===== src/logic/pmaAddrPkg.sv =====
package pmaAddrPkg;

  // Bit positions follow the 36-bit word numbering, bit 0 is the MSB
  localparam int PaLsb = 14;        // First physical address bit
  localparam int PaMsb = 35;
  localparam int PageMsb = 26;      // Last bit of the page number
  localparam int LineLsb = 27;      // First bit of the word within page
  localparam int RefillLsb = 18;    // VMA bits 18 to 26 index the page table on refill
  localparam int AdrParMsb = 33;    // Address parity stops short of bits 34 to 35

  // Physical address driven to the memory box
  typedef logic [PaLsb:PaMsb] physAddrT;

  // Page number part of an address
  typedef logic [PaLsb:PageMsb] pageNumT;

  // Word within the page
  typedef logic [LineLsb:PaMsb] lineT;

  // Virtual address as it arrives from the VMA register
  typedef logic [PaLsb:PaMsb] virtAddrT;

  // Refill offset taken from VMA bits 18 to 26
  typedef logic [RefillLsb:PageMsb] refillOffT;

endpackage


===== src/logic/pmaCyclePkg.sv =====
package pmaCyclePkg;

  // Source that feeds the physical address for the current cycle
  typedef enum logic [2:0] {
    srcUnpaged = 3'd0,  // VMA straight through
    srcPaged   = 3'd1,  // Page table page plus VMA line
    srcRefill  = 3'd2,  // Base register plus VMA bits 18 to 26
    srcSweep   = 3'd3,
    srcChannel = 3'd4,
    srcEra     = 3'd5   // Replay of the error address
  } addrSrcT;

  // Cache sweep counter state
  typedef enum logic {
    sweepIdle = 1'b0,
    sweepBusy = 1'b1
  } sweepStateT;

  // Cycle type flags, index 0 is page refill
  localparam int FlagRefill = 0;
  localparam int FlagEbox = 1;
  localparam int FlagWriteback = 2;
  localparam int NumFlags = 3;

  typedef logic [0:NumFlags-1] cycFlagsT;

endpackage


===== src/logic/pmaBaseRegs.sv =====
module pmaBaseRegs (
  input  logic                clock,
  input  logic                reset,
  input  logic                loadReg,
  input  logic                selUbr,
  input  logic                selEbr,
  input  logic                vmaUser,
  input  pmaAddrPkg::pageNumT vmaPage,
  output pmaAddrPkg::pageNumT refillBase
);

  import pmaAddrPkg::*;

  pageNumT ubr;  // User base page
  pageNumT ebr;  // Executive base page

  always_ff @(posedge clock) begin
    if (reset) begin
      ubr <= '0;
    end else if (loadReg && selUbr) begin
      ubr <= vmaPage;
    end
  end

  always_ff @(posedge clock) begin
    if (reset) begin
      ebr <= '0;
    end else if (loadReg && selEbr) begin
      ebr <= vmaPage;
    end
  end

  // Refills use the user table in user mode
  assign refillBase = vmaUser ? ubr : ebr;

  // Microcode selects exactly one base register per load
  baseSelOneHot: assert property (
    @(posedge clock) disable iff (reset)
    loadReg |-> !(selUbr && selEbr)
  );

endmodule


===== src/logic/pmaSweepCounter.sv =====
module pmaSweepCounter #(
  parameter int SweepLines = 512
) (
  input  logic                 clock,
  input  logic                 reset,
  input  logic                 ccaLoad,
  input  logic                 ccaAdvance,
  input  pmaAddrPkg::pageNumT  vmaPage,
  output pmaAddrPkg::physAddrT sweepAddr,
  output logic                 ccaDone
);

  import pmaAddrPkg::*;
  import pmaCyclePkg::*;

  sweepStateT state;
  pageNumT    sweepPage;
  lineT       sweepLine;
  logic       lastLine;

  assign lastLine = (sweepLine == '0);

  // Page and line are payload, only the FSM and done flag reset
  always_ff @(posedge clock) begin
    if (ccaLoad) begin
      sweepPage <= vmaPage;
      sweepLine <= lineT'(SweepLines - 1);  // Sweep runs from the top line down
    end else if (ccaAdvance && state == sweepBusy && !lastLine) begin
      sweepLine <= sweepLine - 1'b1;
    end
  end

  always_ff @(posedge clock) begin
    if (reset) begin
      state   <= sweepIdle;
      ccaDone <= 1'b0;
    end else begin
      ccaDone <= 1'b0;
      case (state)
        sweepIdle: begin
          if (ccaLoad) begin
            state <= sweepBusy;
          end
        end
        sweepBusy: begin
          if (ccaLoad) begin
            state <= sweepBusy;             // Reload restarts the sweep
          end else if (ccaAdvance && lastLine) begin
            state   <= sweepIdle;
            ccaDone <= 1'b1;                // One-cycle completion pulse
          end
        end
        default: state <= sweepIdle;
      endcase
    end
  end

  assign sweepAddr = {sweepPage, sweepLine};

  sweepLineRange: assert property (
    @(posedge clock) disable iff (reset)
    state == sweepBusy |-> sweepLine <= SweepLines - 1
  );

endmodule


===== src/logic/pmaCycleSelect.sv =====
module pmaCycleSelect (
  input  logic                 clock,
  input  logic                 reset,
  input  logic                 readyToGo,
  input  logic                 eraGrant,
  input  logic                 pageRefill,
  input  logic                 chanGrant,
  input  logic                 ccaGrant,
  input  logic                 eboxGrant,
  input  logic                 eboxPaged,
  input  logic                 writeback,
  output pmaCyclePkg::addrSrcT addrSrc,
  output pmaCyclePkg::cycFlagsT cycFlags
);

  import pmaCyclePkg::*;

  addrSrcT  nextSrc;
  cycFlagsT nextFlags;

  // Fixed priority, ERA replay beats everything
  always_comb begin
    nextSrc = srcUnpaged;
    nextFlags = '0;
    if (eraGrant) begin
      nextSrc = srcEra;
    end else if (pageRefill) begin
      nextSrc = srcRefill;
      nextFlags[FlagRefill] = 1'b1;
    end else if (chanGrant) begin
      nextSrc = srcChannel;
    end else if (ccaGrant) begin
      nextSrc = srcSweep;
    end else if (eboxGrant) begin
      nextSrc = eboxPaged ? srcPaged : srcUnpaged;
      nextFlags[FlagEbox] = 1'b1;
    end
    nextFlags[FlagWriteback] = writeback;
  end

  // Source and cycle type hold between readyToGo pulses
  always_ff @(posedge clock) begin
    if (reset) begin
      addrSrc  <= srcUnpaged;
      cycFlags <= '0;
    end else if (readyToGo) begin
      addrSrc  <= nextSrc;
      cycFlags <= nextFlags;
    end
  end

  addrSrcKnown: assert property (
    @(posedge clock) disable iff (reset)
    !$isunknown(addrSrc)
  );

endmodule


===== src/logic/pmaAddrMux.sv =====
module pmaAddrMux (
  input  logic                 clock,
  input  logic                 reset,
  input  logic                 holdEra,
  input  pmaCyclePkg::addrSrcT addrSrc,
  input  pmaAddrPkg::virtAddrT vma,
  input  pmaAddrPkg::pageNumT  refillBase,
  input  pmaAddrPkg::pageNumT  ptPage,
  input  pmaAddrPkg::physAddrT sweepAddr,
  input  pmaAddrPkg::physAddrT chanAddr,
  output pmaAddrPkg::physAddrT pa,
  output pmaAddrPkg::physAddrT era,
  output logic                 adrPar,
  output logic                 pagePar
);

  import pmaAddrPkg::*;
  import pmaCyclePkg::*;

  lineT      vmaLine;
  refillOffT refillOff;

  assign vmaLine = vma[LineLsb:PaMsb];
  assign refillOff = vma[RefillLsb:PageMsb];

  always_comb begin
    case (addrSrc)
      srcUnpaged: pa = vma;
      srcPaged:   pa = {ptPage, vmaLine};
      srcRefill:  pa = {refillBase, refillOff};  // Page table entry address
      srcSweep:   pa = sweepAddr;
      srcChannel: pa = chanAddr;
      srcEra:     pa = era;
      default:    pa = vma;
    endcase
  end

  // Odd parity over 14 to 33
  assign adrPar = ~^pa[PaLsb:AdrParMsb];
  assign pagePar = ^pa[PaLsb:PageMsb];

  // Tracks every address until the error logic freezes it
  always_ff @(posedge clock) begin
    if (reset) begin
      era <= '0;
    end else if (!holdEra) begin
      era <= pa;
    end
  end

endmodule


===== src/logic/pma.sv =====
module pma #(
  parameter int SweepLines = 512
) (
  input  logic                  clock,
  input  logic                  reset,
  input  logic                  loadReg,
  input  logic                  selUbr,
  input  logic                  selEbr,
  input  logic                  vmaUser,
  input  pmaAddrPkg::virtAddrT  vma,
  input  logic                  ccaLoad,
  input  logic                  ccaAdvance,
  input  logic                  readyToGo,
  input  logic                  eraGrant,
  input  logic                  pageRefill,
  input  logic                  chanGrant,
  input  logic                  ccaGrant,
  input  logic                  eboxGrant,
  input  logic                  eboxPaged,
  input  logic                  writeback,
  input  logic                  holdEra,
  input  pmaAddrPkg::pageNumT   ptPage,
  input  pmaAddrPkg::physAddrT  chanAddr,
  output pmaAddrPkg::physAddrT  pa,
  output pmaAddrPkg::physAddrT  era,
  output logic                  adrPar,
  output logic                  pagePar,
  output logic                  ccaDone,
  output pmaCyclePkg::cycFlagsT cycFlags
);

  import pmaAddrPkg::*;
  import pmaCyclePkg::*;

  pageNumT  refillBase;
  physAddrT sweepAddr;
  addrSrcT  addrSrc;

  pmaBaseRegs baseRegs_i (
    .clock(clock), .reset(reset), .loadReg(loadReg),
    .selUbr(selUbr), .selEbr(selEbr), .vmaUser(vmaUser),
    .vmaPage(vma[PaLsb:PageMsb]), .refillBase(refillBase)
  );

  pmaSweepCounter #(.SweepLines(SweepLines)) sweep_i (
    .clock(clock), .reset(reset), .ccaLoad(ccaLoad), .ccaAdvance(ccaAdvance),
    .vmaPage(vma[PaLsb:PageMsb]), .sweepAddr(sweepAddr), .ccaDone(ccaDone)
  );

  pmaCycleSelect cycSel_i (
    .clock(clock), .reset(reset), .readyToGo(readyToGo),
    .eraGrant(eraGrant), .pageRefill(pageRefill), .chanGrant(chanGrant),
    .ccaGrant(ccaGrant), .eboxGrant(eboxGrant), .eboxPaged(eboxPaged),
    .writeback(writeback), .addrSrc(addrSrc), .cycFlags(cycFlags)
  );

  pmaAddrMux addrMux_i (
    .clock(clock), .reset(reset), .holdEra(holdEra), .addrSrc(addrSrc),
    .vma(vma), .refillBase(refillBase), .ptPage(ptPage),
    .sweepAddr(sweepAddr), .chanAddr(chanAddr),
    .pa(pa), .era(era), .adrPar(adrPar), .pagePar(pagePar)
  );

endmodule


===== config.mk =====
export PLATFORM = sky130hd
export DESIGN_NAME = pma
export DESIGN_NICKNAME = d
export VERILOG_FILES = /design/src/logic/pmaAddrPkg.sv /design/src/logic/pmaCyclePkg.sv /design/src/logic/pmaBaseRegs.sv /design/src/logic/pmaSweepCounter.sv /design/src/logic/pmaCycleSelect.sv /design/src/logic/pmaAddrMux.sv /design/src/logic/pma.sv
export SDC_FILE = /design/constraint.sdc
export NUM_CORES = 1
export LEC_CHECK = 0
export ABC_CLOCK_PERIOD_IN_PS = 3140
export BUFFER_PORTS_ARGS = -buffer_cell sky130_fd_sc_hd__buf_2
export CAP_MARGIN = 20
export CORE_UTILIZATION = 52
export DETAILED_ROUTE_END_ITERATION = 16
export PLACE_DENSITY = 0.81
export SYNTH_ARGS = -nofsm -noshare
export SYNTH_HDL_FRONTEND = slang
export SYNTH_SLANG_ARGS = --single-unit

===== constraint.sdc =====
create_clock -name clock -period 3.14 [get_ports clock]
set_clock_uncertainty 0.2 [all_clocks]
set_input_delay 0.471 -clock clock [delete_from_list [all_inputs] [get_ports clock]]
set_output_delay 0.471 -clock clock [all_outputs]
set_load 0.005 [all_outputs]

==> results.md <==
- Crit start category: flop
- Htree depth: 3
- Leak pwr: 2.41 nW
- Port buffer count: 123
- Synthesis Warnings: 0
- Mapped Cells: 469
- Syn_area_per_cell: 9.06 sq um
- Global-route wire length before repair: 19.8 mm
- Period minus WS final: 3420 ps
- Clock share of power: 25.1%
- Crit Path Max Fanout: 7
- Drt via density: 5.83
- Vias in the first global route: 3905
- CTS sink cnt: 78
- Worst Setup End Kind: output pin
- Worst hold slack: 153 ps
- Switching share of power: 31.1%
- Crit-path cells: buf_12 > buf_8 > a22o_1 > a222oi_1 > a2bb2oi_2 > xnor2_2 > xnor2_1 > xnor3_1 > xnor2_1 > buf_2
- Synthesized Nets: 544
- Clock-pin slew on the worst setup and hold paths: 90 ps
- Antenna diodes: 0
- Share of layout cells above drive strength 1: 35.8%
- Total die area: 8530 sq um
- Antenna violations before repair: 0
- DRC: 0
- Setup CP Type: reg2out
- Relative slew margins: 29.8%
- Max Clk Rate: 0.293 GHz
- Top_reg_cell synth: dfxtp_1
- WP data arrival: 2750 ps
- Total global-route track usage: 29.9%
- CTS buffer count: 9
- Root Buffer: clkbuf_8
- Worst skew pair latency: 360 ps
- CTS Hold Bufs: 0
- Seq/Total Area, Yosys: 39.8%
- Drt first pass iters: 5
- Share of synthesized registers carrying an async set or reset: 0%
- Final setup violation count: 2
- Final ANT Viol Nets: 0
- Die H: 92.4 microns
- CTS tree: done
- Post-synth EDFFs: 13
- CP required: 2470 ps
- Core area: 7810 sq um
- P_sw: 0.846 mW
- CP peak stage delay: 470 ps
- Fin Setup TNS: -438 ps
- Worst-case vdd ir drop: 0.000256 V
- Num rows: 32
- Synth top area cells: dfxtp_1 31%, edfxtp_1 9.2%, a21oi_1 5.8%
- Internal power: 1.88 mW
- Final Cycle Share: 109%
- Clock Path Buffers: 2
- Unrepaired setup endpoints after global routing: true
- Max Slew Vio Count: 0
- Top Ports: 124
- Via count: 4225
- Dpl hpwl: 9.06 mm
- Routed Wire Length: 12.5 mm
- Post-synth top area cell: dfxtp_1
- Top cells by count, synth: 65 x dfxtp_1, 61 x nand2_1, 49 x a21oi_1, 44 x nor2_1, 23 x a221oi_1
- Starting DRT DRC Count: 437
- Placed cells: 697
- Combinational Power Share: 33.8%
- Violated checks: negative setup slack
- Status: finished with violations
- Overall Power: 2.72 mW
- Most common cell on crit path: xnor2_1
- MaxCap Viol Count: 0
- Yosys reg bits: 78
- Gr ovfl total: 0
- Initial Util: 54.4%
- Final WS setup: -278 ps
- Total Nets Final: 693
- Area share of the largest cell type after synthesis: 30.6%
- Pwr dens: 494 nW/um^2
- Most numerous cell in the Yosys netlist: dfxtp_1
- Final GP Congestion: 0.950
- Slew at the pin closest to its max-slew limit: 1050 ps
- Pin count of the biggest net entering global routing: 57
- Final hold vios: 0
- Slowest-stage cell, CP: xnor3_1
- DIE WIDTH: 92.4 microns
- Cell area after synthesis: 4250 sq um
- Cell variety after synth: 57
- Min-Delay Path Class: in2reg
- WL/cell: 17.2 microns
- Final Core Density: 70.6%
- Sequential power share: 41.1%
- Final std cells w/o fill: 725
- P&R area growth vs syn: 29.7%
[layout make-up]
type / count / area [sq um]
Multi-Input combinational cell: 347 / 2410
Sequential cell: 78 / 1700
Timing Repair Buffer: 173 / 1060
Clock inverter: 6 / 35.0
Fill cell: 602 / 2300
Clock buffer: 10 / 138
Inverter: 9 / 33.8
Tap cell: 102 / 128
[power groups by stage]
stage	combinational, mW	sequential [mW]	clock [mW]
after floorplan	0.515	1.13	0
after global placement	0.836	1.14	0
after detailed placement	0.849	1.14	0
after CTS	0.890	1.12	0.682
after global routing	0.990	1.13	0.727
final	0.920	1.12	0.684
[registers in the layout, indices dropped and copies added, names as in the netlist]
signal             count
baseRegs_i.ubr        13
cycSel_i.cycFlags      3
addrMux_i.era         22
sweep_i.sweepPage     13
sweep_i.ccaDone        1
baseRegs_i.ebr        13
sweep_i.state          1
sweep_i.sweepLine      9
cycSel_i.addrSrc       3
[metrics by stage]
step | area [sq um] | worst slack (ps)
after floorplan | 4250 | 184
after global placement | 5100 | -50.0
after detailed placement | 5100 | -90.4
after CTS | 5450 | -249
after global routing | 5510 | -388
final | 5510 | -278
[cells in the final DEF (no fill, tap or decap), drive strengths merged, types with 3 or more instances in the layout]
| cell | n |
|---|---|
| xnor2 | 13 |
| nor3 | 6 |
| o32a | 4 |
| and2 | 5 |
| dfxtp | 65 |
| a22oi | 3 |
| nor3b | 6 |
| nor2b | 9 |
| a211oi | 4 |
| xor2 | 5 |
| nand2 | 61 |
| edfxtp | 13 |
| a2bb2oi | 12 |
| mux2i | 20 |
| nand2b | 18 |
| nor2 | 47 |
| o21ai | 6 |
| a22o | 8 |
| mux2 | 8 |
| nand3b | 8 |
| clkinv | 4 |
| a221oi | 25 |
| a21oi | 51 |
| buf | 173 |
| inv | 11 |
| clkbuf | 10 |
| xnor3 | 3 |
[kinds of logic after synthesis]
family	Yosys count	synth area share [%]
and+or+nand+nor	171	19.7
AOI/OAI and AO/OA	126	22.4
DFF	78	39.8
buffers and inverters	44	5.24
muxes	28	6.83
xor gates and xnor gates	21	5.66
adders and majority gates	1	0.295
[path summary, 6_finish.rpt]
check	start	end	slack, ps	cells after the start
worst max-delay path	cycSel_i.addrSrc[1]	adrPar	-280	10
worst min-delay path	vma[18]	sweep_i.sweepPage[9]	150	1
worst max register to register	sweep_i.sweepLine[3]	sweep_i.sweepLine[0]	690	5
worst min register to register	baseRegs_i.ubr[12]	baseRegs_i.ubr[12]	260	2
[metal layers]
layer	vias up	routed length (microns)	GRT usage, %
met3	31	952	4.68
met5	-	0	0
met1	2011	5190	39.6
met4	0	303	11.5
met2	195	6020	48.8
li1	1988	-	-
[timing repair]
item	4_1_cts	5_1_grt
setup endpoints to repair	2	2
setup buffers	9	3
resized for setup	22	4
pin swaps	6	8
[critical path, delay by kind of cell (launching register included)]
kind	cells	cell delay, ps
compound gates	3	660
flops	1	370
xor+xnor	4	970
buf+inv	3	390
(Power assumes the default switching activity.)
